<file path="src/font_digits.hex">
// one glyph per line, sixteen row bytes with the top row first, bit 7 is the left column
// lines are the glyphs for 0 to 9, then the colon
00 00 7C C6 C6 CE DE F6 E6 C6 C6 7C 00 00 00 00
00 00 18 38 78 18 18 18 18 18 18 7E 00 00 00 00
00 00 7C C6 06 0C 18 30 60 C0 C6 FE 00 00 00 00
00 00 7C C6 06 06 3C 06 06 06 C6 7C 00 00 00 00
00 00 0C 1C 3C 6C CC FE 0C 0C 0C 1E 00 00 00 00
00 00 FE C0 C0 C0 FC 06 06 06 C6 7C 00 00 00 00
00 00 38 60 C0 C0 FC C6 C6 C6 C6 7C 00 00 00 00
00 00 FE C6 06 06 0C 18 30 30 30 30 00 00 00 00
00 00 7C C6 C6 C6 7C C6 C6 C6 C6 7C 00 00 00 00
00 00 7C C6 C6 C6 7E 06 06 06 0C 78 00 00 00 00
00 00 00 00 18 18 00 00 00 18 18 00 00 00 00 00

</file>
<file path="src/display_pkg.sv">
package display_pkg;

    // screen coordinate, wide enough for 640x480 plus margin
    typedef logic [9:0] coord_t;

    // one decimal digit of a counter
    typedef logic [3:0] bcd_t;

    // 4 bits per channel, red in the top nibble
    typedef logic [11:0] rgb_t;

    // rom address is char code over row index
    typedef logic [10:0] glyph_addr_t;

    // one glyph row, bit 7 is the leftmost column
    typedef logic [7:0] glyph_row_t;

    // pixel position as it comes from the sync generator
    typedef struct packed {
        coord_t x;
        coord_t y;
        logic   video_on;
    } pixel_t;

    // everything the scoreboard shows as digits
    typedef struct packed {
        bcd_t min_10s;
        bcd_t min_1s;
        bcd_t sec_10s;
        bcd_t sec_1s;
        bcd_t player_10s;
        bcd_t player_1s;
    } time_digits_t;

    // per-layer hit flags, one pipeline stage after the pixel
    typedef struct packed {
        logic       digit_field;
        logic       digit_bit;
        logic [2:0] circle_hit;
        logic       banner_hit;
        logic       video_on;
    } layer_hits_t;

    // palette
    localparam rgb_t COLOR_DIGIT    = 12'hF80;
    localparam rgb_t COLOR_BACKDROP = 12'h222;
    localparam rgb_t COLOR_BLANK    = 12'h000;
    localparam rgb_t COLOR_WHITE    = 12'hFFF;
    localparam rgb_t COLOR_RED      = 12'hF00;

    // ascii codes for the font rom
    localparam logic [6:0] DIGIT_CODE_BASE = 7'h30;
    localparam logic [6:0] COLON_CODE      = 7'h3A;

endpackage

</file>
<file path="src/layout_pkg.sv">
package layout_pkg;

    // clock digits, all fields 32 wide and 64 tall
    localparam display_pkg::coord_t DIGIT_Y_TOP    = 10'd192;
    localparam display_pkg::coord_t DIGIT_Y_BOTTOM = 10'd255;

    // left edges, player counter sits left of the clock
    localparam display_pkg::coord_t PLAYER_10S_X = 10'd160;
    localparam display_pkg::coord_t PLAYER_1S_X  = 10'd192;
    localparam display_pkg::coord_t MIN_10S_X    = 10'd256;
    localparam display_pkg::coord_t MIN_1S_X     = 10'd288;
    localparam display_pkg::coord_t COLON_X      = 10'd320;
    localparam display_pkg::coord_t SEC_10S_X    = 10'd352;
    localparam display_pkg::coord_t SEC_1S_X     = 10'd384;

    // sensor indicators, one row of three
    localparam int CIRCLE_COUNT  = 3;
    localparam int CIRCLE_RADIUS = 50;
    localparam display_pkg::coord_t CIRCLE_Y = 10'd350;
    // index 0 is the rightmost circle
    localparam display_pkg::coord_t CIRCLE_X [CIRCLE_COUNT] = '{10'd450, 10'd300, 10'd150};

    // inclusive rectangle
    typedef struct packed {
        display_pkg::coord_t x_lo;
        display_pkg::coord_t x_hi;
        display_pkg::coord_t y_lo;
        display_pkg::coord_t y_hi;
    } banner_box_t;

    // frame bars plus the strokes of S, C, O, R and E
    localparam int BANNER_BOXES = 25;
    localparam banner_box_t BANNER_RECT [BANNER_BOXES] = '{
        // frame, left, right, top, bottom
        '{10'd0,   10'd20,  10'd0,   10'd500},
        '{10'd620, 10'd639, 10'd0,   10'd500},
        '{10'd20,  10'd620, 10'd0,   10'd20},
        '{10'd20,  10'd620, 10'd480, 10'd500},
        // S
        '{10'd65,  10'd85,  10'd120, 10'd130},
        '{10'd65,  10'd85,  10'd150, 10'd160},
        '{10'd65,  10'd70,  10'd130, 10'd140},
        '{10'd70,  10'd80,  10'd135, 10'd140},
        '{10'd80,  10'd85,  10'd135, 10'd150},
        // C
        '{10'd100, 10'd105, 10'd120, 10'd160},
        '{10'd105, 10'd115, 10'd120, 10'd130},
        '{10'd105, 10'd115, 10'd150, 10'd160},
        // O
        '{10'd130, 10'd135, 10'd120, 10'd160},
        '{10'd135, 10'd145, 10'd120, 10'd130},
        '{10'd145, 10'd150, 10'd120, 10'd160},
        '{10'd135, 10'd145, 10'd150, 10'd160},
        // R
        '{10'd160, 10'd180, 10'd120, 10'd130},
        '{10'd160, 10'd165, 10'd130, 10'd160},
        '{10'd175, 10'd180, 10'd130, 10'd145},
        '{10'd175, 10'd180, 10'd150, 10'd160},
        '{10'd160, 10'd175, 10'd145, 10'd150},
        // E
        '{10'd195, 10'd200, 10'd120, 10'd160},
        '{10'd200, 10'd210, 10'd120, 10'd130},
        '{10'd200, 10'd205, 10'd135, 10'd145},
        '{10'd200, 10'd210, 10'd150, 10'd160}
    };

endpackage

</file>
<file path="src/font_rom.sv">
module font_rom (
    input  logic        clk,
    input  logic [10:0] addr,
    output logic [7:0]  data
);

    // digits 0-9 and the colon, 16 rows each
    localparam int GLYPHS = 11;
    localparam int ROWS   = 16;

    logic [7:0] rom [GLYPHS*ROWS];
    logic       in_range;

    initial begin
        $readmemh("/design/src/font_digits.hex", rom);
    end

    // codes 30h..3Ah, so the low nibble of the code is the glyph number
    assign in_range = (addr[10:8] == 3'b011) && (addr[7:4] <= 4'd10);

    // one cycle read, anything else reads blank
    always_ff @(posedge clk) begin
        if (in_range) begin
            data <= rom[addr[7:0]];
        end else begin
            data <= '0;
        end
    end

endmodule

</file>
<file path="src/digit_overlay.sv">
module digit_overlay (
    input  logic                      clk,
    input  logic                      rst,
    input  display_pkg::pixel_t       pixel,
    input  display_pkg::time_digits_t digits,
    output logic                      field_hit,
    output logic                      glyph_bit
);

    logic                     in_rows;
    logic                     field_now;
    logic [6:0]               char_code;
    display_pkg::glyph_addr_t rom_addr;
    display_pkg::glyph_row_t  rom_word;
    logic                     field_q;
    logic [2:0]               col_q;

    // 32 wide field starting at left
    function automatic logic in_column(input display_pkg::coord_t x,
                                       input display_pkg::coord_t left);
        return (x >= left) && (x <= left + 10'd31);
    endfunction

    // ascii code of a bcd digit
    function automatic logic [6:0] digit_code(input display_pkg::bcd_t d);
        return display_pkg::DIGIT_CODE_BASE + {3'b000, d};
    endfunction

    // field decode, code 0 outside every field so the rom reads blank
    always_comb begin
        in_rows   = (pixel.y >= layout_pkg::DIGIT_Y_TOP) &&
                    (pixel.y <= layout_pkg::DIGIT_Y_BOTTOM);
        field_now = in_rows;
        char_code = '0;
        if (!in_rows) begin
            field_now = 1'b0;
        end else if (in_column(pixel.x, layout_pkg::PLAYER_10S_X)) begin
            char_code = digit_code(digits.player_10s);
        end else if (in_column(pixel.x, layout_pkg::PLAYER_1S_X)) begin
            char_code = digit_code(digits.player_1s);
        end else if (in_column(pixel.x, layout_pkg::MIN_10S_X)) begin
            char_code = digit_code(digits.min_10s);
        end else if (in_column(pixel.x, layout_pkg::MIN_1S_X)) begin
            char_code = digit_code(digits.min_1s);
        end else if (in_column(pixel.x, layout_pkg::COLON_X)) begin
            char_code = display_pkg::COLON_CODE;
        end else if (in_column(pixel.x, layout_pkg::SEC_10S_X)) begin
            char_code = digit_code(digits.sec_10s);
        end else if (in_column(pixel.x, layout_pkg::SEC_1S_X)) begin
            char_code = digit_code(digits.sec_1s);
        end else begin
            field_now = 1'b0;
        end
    end

    // 8x16 glyph scaled by 4, row from y[5:2]
    assign rom_addr = {char_code, pixel.y[5:2]};

    font_rom u_font_rom (
        .clk  (clk),
        .addr (rom_addr),
        .data (rom_word)
    );

    // hold flag and column until the rom word arrives
    always_ff @(posedge clk) begin
        if (rst) begin
            field_q <= 1'b0;
            col_q   <= '0;
        end else begin
            field_q <= field_now;
            col_q   <= pixel.x[4:2];
        end
    end

    assign field_hit = field_q;
    // msb is the left column
    assign glyph_bit = field_q & rom_word[3'd7 - col_q];

endmodule

</file>
<file path="src/circle_indicators.sv">
module circle_indicators (
    input  logic                clk,
    input  logic                rst,
    input  display_pkg::pixel_t pixel,
    output logic [2:0]          circle_hit
);

    // radius squared in the width of the distance sum
    localparam logic [21:0] RADIUS_SQ =
        22'(layout_pkg::CIRCLE_RADIUS * layout_pkg::CIRCLE_RADIUS);

    logic [2:0] hit_now;

    for (genvar i = 0; i < layout_pkg::CIRCLE_COUNT; i++) begin : g_circle
        logic signed [10:0] dx;
        logic signed [10:0] dy;
        logic signed [21:0] dx_sq;
        logic signed [21:0] dy_sq;
        logic [21:0]        dist_sq;

        // signed offsets, no wrap near the screen edge
        always_comb begin
            dx      = $signed({1'b0, pixel.x}) - $signed({1'b0, layout_pkg::CIRCLE_X[i]});
            dy      = $signed({1'b0, pixel.y}) - $signed({1'b0, layout_pkg::CIRCLE_Y});
            dx_sq   = dx * dx;
            dy_sq   = dy * dy;
            // never negative, fits in 21 bits
            dist_sq = dx_sq + dy_sq;
        end

        // edge point at exactly the radius counts as inside
        assign hit_now[i] = (dist_sq <= RADIUS_SQ);
    end

    always_ff @(posedge clk) begin
        if (rst) begin
            circle_hit <= '0;
        end else begin
            circle_hit <= hit_now;
        end
    end

endmodule

</file>
<file path="src/score_banner.sv">
module score_banner (
    input  logic                clk,
    input  logic                rst,
    input  display_pkg::pixel_t pixel,
    output logic                banner_hit
);

    logic hit_now;

    // OR of all inclusive box tests
    always_comb begin
        hit_now = 1'b0;
        for (int i = 0; i < layout_pkg::BANNER_BOXES; i++) begin
            if ((pixel.x >= layout_pkg::BANNER_RECT[i].x_lo) &&
                (pixel.x <= layout_pkg::BANNER_RECT[i].x_hi) &&
                (pixel.y >= layout_pkg::BANNER_RECT[i].y_lo) &&
                (pixel.y <= layout_pkg::BANNER_RECT[i].y_hi)) begin
                hit_now = 1'b1;
            end
        end
    end

    // lines up with the rom read in digit_overlay
    always_ff @(posedge clk) begin
        if (rst) begin
            banner_hit <= 1'b0;
        end else begin
            banner_hit <= hit_now;
        end
    end

endmodule

</file>
<file path="src/layer_priority.sv">
module layer_priority (
    input  logic                     clk,
    input  logic                     rst,
    input  display_pkg::layer_hits_t hits,
    input  logic [2:0]               sensors,
    output display_pkg::rgb_t        time_rgb
);

    display_pkg::rgb_t circle_rgb;
    display_pkg::rgb_t rgb_next;

    // lowest circle index wins, so walk down and let the last hit stick
    always_comb begin
        circle_rgb = display_pkg::COLOR_BLANK;
        for (int i = layout_pkg::CIRCLE_COUNT - 1; i >= 0; i--) begin
            if (hits.circle_hit[i]) begin
                // sensor high means clear, low means blocked
                circle_rgb = sensors[i] ? display_pkg::COLOR_WHITE : display_pkg::COLOR_RED;
            end
        end
    end

    // digits win even in blanking
    always_comb begin
        if (hits.digit_field) begin
            rgb_next = hits.digit_bit ? display_pkg::COLOR_DIGIT : display_pkg::COLOR_BACKDROP;
        end else if (!hits.video_on) begin
            rgb_next = display_pkg::COLOR_BACKDROP;
        end else if (|hits.circle_hit) begin
            rgb_next = circle_rgb;
        end else if (hits.banner_hit) begin
            rgb_next = display_pkg::COLOR_WHITE;
        end else begin
            rgb_next = display_pkg::COLOR_BLANK;
        end
    end

    // second pipeline stage
    always_ff @(posedge clk) begin
        if (rst) begin
            time_rgb <= display_pkg::COLOR_BLANK;
        end else begin
            time_rgb <= rgb_next;
        end
    end

endmodule

</file>
<file path="src/scoreboard_pixel_top.sv">
module scoreboard_pixel_top (
    input  logic                      clk,
    input  logic                      rst,
    input  display_pkg::pixel_t       pixel,
    input  display_pkg::time_digits_t digits,
    input  logic [2:0]                ir_sensor,
    output display_pkg::rgb_t         time_rgb
);

    logic                     field_hit;
    logic                     glyph_bit;
    logic [2:0]               circle_hit;
    logic                     banner_hit;
    logic                     video_on_q;
    logic [2:0]               sensor_q;
    display_pkg::layer_hits_t hits;

    // stage 1, all three layers look at the same pixel
    digit_overlay u_digit_overlay (
        .clk       (clk),
        .rst       (rst),
        .pixel     (pixel),
        .digits    (digits),
        .field_hit (field_hit),
        .glyph_bit (glyph_bit)
    );

    circle_indicators u_circle_indicators (
        .clk        (clk),
        .rst        (rst),
        .pixel      (pixel),
        .circle_hit (circle_hit)
    );

    score_banner u_score_banner (
        .clk        (clk),
        .rst        (rst),
        .pixel      (pixel),
        .banner_hit (banner_hit)
    );

    // blanking and sensors travel with the pixel
    always_ff @(posedge clk) begin
        if (rst) begin
            video_on_q <= 1'b0;
            sensor_q   <= '0;
        end else begin
            video_on_q <= pixel.video_on;
            sensor_q   <= ir_sensor;
        end
    end

    always_comb begin
        hits.digit_field = field_hit;
        hits.digit_bit   = glyph_bit;
        hits.circle_hit  = circle_hit;
        hits.banner_hit  = banner_hit;
        hits.video_on    = video_on_q;
    end

    // stage 2, final colour
    layer_priority u_layer_priority (
        .clk      (clk),
        .rst      (rst),
        .hits     (hits),
        .sensors  (sensor_q),
        .time_rgb (time_rgb)
    );

endmodule

</file>
<file path="config.mk">
export PLATFORM = sky130hd
export DESIGN_NAME = scoreboard_pixel_top
export DESIGN_NICKNAME = d
export VERILOG_FILES = /design/src/display_pkg.sv /design/src/layout_pkg.sv /design/src/font_rom.sv /design/src/digit_overlay.sv /design/src/circle_indicators.sv /design/src/score_banner.sv /design/src/layer_priority.sv /design/src/scoreboard_pixel_top.sv
export SDC_FILE = /design/constraint.sdc
export NUM_CORES = 1
export LEC_CHECK = 0
export BUFFER_PORTS_ARGS = -buffer_cell sky130_fd_sc_hd__buf_2
export CORE_MARGIN = 2
export CORE_UTILIZATION = 60
export CTS_BUF_LIST = sky130_fd_sc_hd__clkbuf_8 sky130_fd_sc_hd__clkbuf_16
export DETAILED_ROUTE_END_ITERATION = 10
export GPL_ROUTABILITY_DRIVEN = 0
export GPL_TIMING_DRIVEN = 0
export PLACE_DENSITY_LB_ADDON = 0.3
export SLEW_MARGIN = 20
export SYNTH_ARGS = -nofsm -noshare
export SYNTH_HDL_FRONTEND = slang
export SYNTH_SLANG_ARGS = --single-unit
</file>
<file path="constraint.sdc">
create_clock -name clk -period 15.09 [get_ports clk]
set_input_delay 0.7545 -clock clk [delete_from_list [all_inputs] [get_ports clk]]
set_output_delay 0.7545 -clock clk [all_outputs]
set_load 0.01 [all_outputs]
</file>
==> load_flow_metrics.sql <==
INSERT INTO impl_metrics (metric_group, metric, value, unit) VALUES
('synth', 'synth_largest_type_area_fraction', '0.433', ''),
('placed_design', 'placed_cell_area', '22000', 'um2'),
('synth', 'synth_fp_nets', '3226', ''),
('timing', 'timing.clock.skew', '0.00112', 'ns'),
('clock_network', 'cts_tree', 'yes', ''),
('clock_network', 'insertion_delay', '0.24', 'ns'),
('timing', 'rsz_0062_raised_after_global_routing', 'no', ''),
('clock_network', 'clock_tree.buffer_depth', '2', ''),
('timing', 'worst-slew-pin-transition', '1.23', 'ns'),
('timing', 'clock.fmax', '75.5', 'MHz'),
('synth', 'yosys_register_bits', '13', ''),
('layout', 'finish.net_count', '3265', ''),
('timing', 'report.final.slew_viol_count', '0', ''),
('detailed_routing', 'route.vias.total', '16500', ''),
('run_status', 'run_status', 'finished, violations left', ''),
('synth', 'complex_gate_fraction_of_the_synthesized_area', '0.0918', ''),
('timing', 'final_hold_viol_count', '0', ''),
('die', 'floorplan.core_area', '34700', 'um2'),
('run_status', 'violations', 'DRC', ''),
('detailed_routing', 'remaining_drc_errors', '1', ''),
('layout', 'stdcell_area', '22100', 'um2'),
('setup_path', 'worst-path-stages', '40', ''),
('detailed_routing', 'routed_wirelength', '51300', 'um'),
('clock_network', 'post_cts_clock_slew_at_the_launch_and_capture_registers_of_the_worst_setup_and_hold_paths', '0.04', 'ns'),
('synth', 'ys.warnings.count', '0', ''),
('synth', 'yosys_most_used_dff', 'dfxtp_1', ''),
('detailed_routing', 'drt_via_density', '5.56', ''),
('synth', 'yosys.area_share.xor_xnor', '0.0554', ''),
('setup_path', 'timing.critical_path.max_delay_family', 'adder cells', ''),
('setup_path', 'worst-path-buf-inv', '11', ''),
('detailed_routing', 'drt_iter0_markers', '1412', ''),
('grt', 'grt.total_usage', '0.295', ''),
('synth', 'yosysTopAreaCell', 'fa_1', ''),
('synth', 'synth_async_reset_ratio', '0', ''),
('synth', 'netlist_instances', '2468', ''),
('synth', 'synth_cell_types', '77', ''),
('die', 'io_pins', '62', ''),
('flow_run', 'timing.max_cap.violations', '0', ''),
('clock_network', 'postCtsSetupRepairBufs', '0', ''),
('detailed_routing', 'drt_first_pass_iters', '10', ''),
('setup_path', 'required', '15.14', 'ns'),
('timing', 'report.final.setup_viol', '0', ''),
('clock_network', 'cts.htree.levels', '1', ''),
('layout', 'area.growth.synth_to_final', '4.25', '%'),
('clock_network', 'cts-hold-fix-buffers', '0', ''),
('setup_path', 'max_stage_delay', '0.78', 'ns'),
('synth', 'yosysSeqAreaShare', '0.0123', ''),
('timing', 'timing.final.crit_period', '13.25', 'ns'),
('clock_network', 'clkSinkCount', '13', ''),
('grt', 'grt_pass1_wl', '85900', 'um'),
('setup_path', 'cell_with_the_largest_stage_delay_on_the_worst_path', 'xnor2_1', ''),
('setup_path', 'worst_r2r_path_depth', '3', ''),
('synth', 'synth.top_cells.by_count', 'inv_1 (720), fa_1 (459), ha_1 (249), nand2_1 (203), nor2_1 (139)', ''),
('timing', 'min_period_over_period', '0.878', ''),
('die', 'placementRows', '68', ''),
('clock_network', 'cts-resized-gates', '0', ''),
('synth', 'synth_adder_area_share', '0.580', ''),
('synth', 'synth_mux_area_frac', '0.00383', ''),
('synth', 'synth.cell_area', '21200', 'um2'),
('die', 'dieArea', '36900', 'um2'),
('min_path', 'min-delay-path-class', 'flop to flop', ''),
('grt', 'overflow', '0', ''),
('setup_path', 'worst_path_most_repeated_cell', 'inv_1', ''),
('detailed_routing', 'antenna_left', '0', ''),
('setup_path', 'worstPathMaxFanout', '10', ''),
('detailed_routing', 'wl_per_cell', '17.3', 'um'),
('synth', 'synth_enable_flop_cells', '0', ''),
('clock_network', 'cts_root_buf', 'clkbuf_16', ''),
('grt', 'grt_start_max_net_pins', '13', ''),
('synth', 'synth_most_common_cell', 'inv_1', ''),
('grt', 'vias_in_the_first_global_route', '17300', '');
## kinds of logic (layout without fill, tap and decap cells)
| group | count (synthesis) | count (layout) |
|---|---|---|
| other | 0 | 2 |
| AND/OR/NAND/NOR | 527 | 527 |
| adder cells (fa/ha/maj) | 708 | 708 |
| buffers and inverters | 796 | 834 |
| flip-flops | 13 | 13 |
| AO/OA/AOI/OAI | 289 | 289 |
| multiplexers | 8 | 8 |
| XOR/XNOR | 127 | 127 |
## layer usage
| metal | vias up | part of all wire | GRT usage |
|---|---|---|---|
| met1 | 8205 | 0.42 | 0.404 |
| met5 | - | 0.00037 | 0 |
| met2 | 599 | 0.48 | 0.495 |
| met3 | 106 | 0.072 | 0.0411 |
| li1 | 7572 | - | - |
| met4 | 4 | 0.031 | 0.0813 |
## flip-flops by register name, indices dropped and copies added (netlist names)
name                            cells
u_circle_indicators.circle_hit      3
u_digit_overlay.field_hit           1
sensor_q                            3
video_on_q                          1
u_layer_priority.time_rgb           4
u_score_banner.banner_hit           1
## final timing paths
check / from / to / slack, ns
worst max-delay path: pixel[3] / u_circle_indicators.circle_hit[1]$_SDFF_PP0_ / 1.84
worst min-delay path: video_on_q$_SDFF_PP0_ / u_layer_priority.time_rgb[9]$_SDFF_PP0_ / 0.51
worst min register to register: video_on_q$_SDFF_PP0_ / u_layer_priority.time_rgb[9]$_SDFF_PP0_ / 0.51
worst max register to register: u_circle_indicators.circle_hit[2]$_SDFF_PP0_ / u_layer_priority.time_rgb[7]$_SDFF_PP0_ / 14.00
## final cells by class
cell class	instances	area (um2)
Tap cell	455	569
Clock inverter	1	3.75
Buffer	59	251
Multi-Input combinational cell	1659	18000
Timing Repair Buffer	34	179
Inverter	737	2770
Fill cell	3008	12600
Antenna cell	2	5.00
Sequential cell	13	260
Clock buffer	3	75.1
## cell usage in the layout, fill, tap and decap left out, types with 32 or more instances in the layout
cell type and count:
nand2_1 203, fa_1 459, a21oi_1 68, o21ai_0 49, inv_1 721, xnor2_1 77
buf_2 32, xor2_1 38, nor2_1 138, ha_1 249, clkbuf_1 45
## stage by stage
stage          hold slack, ns  utilization  std cells  setup WS [ns]
3_5_place_dp            0.472        0.634       2957           1.39
2_1_floorplan           0.446            -       2468           4.22
6_report                0.513        0.637       2963           1.84
4_1_cts                 0.512        0.636       2961           1.62
5_1_grt                 0.530        0.637       2961           1.26
3_3_place_gp            0.472        0.632       2954          0.798
Power is left out: the tool's default activity adds up to more than one toggle a clock period on the data nets, which glitch-free logic cannot reach.
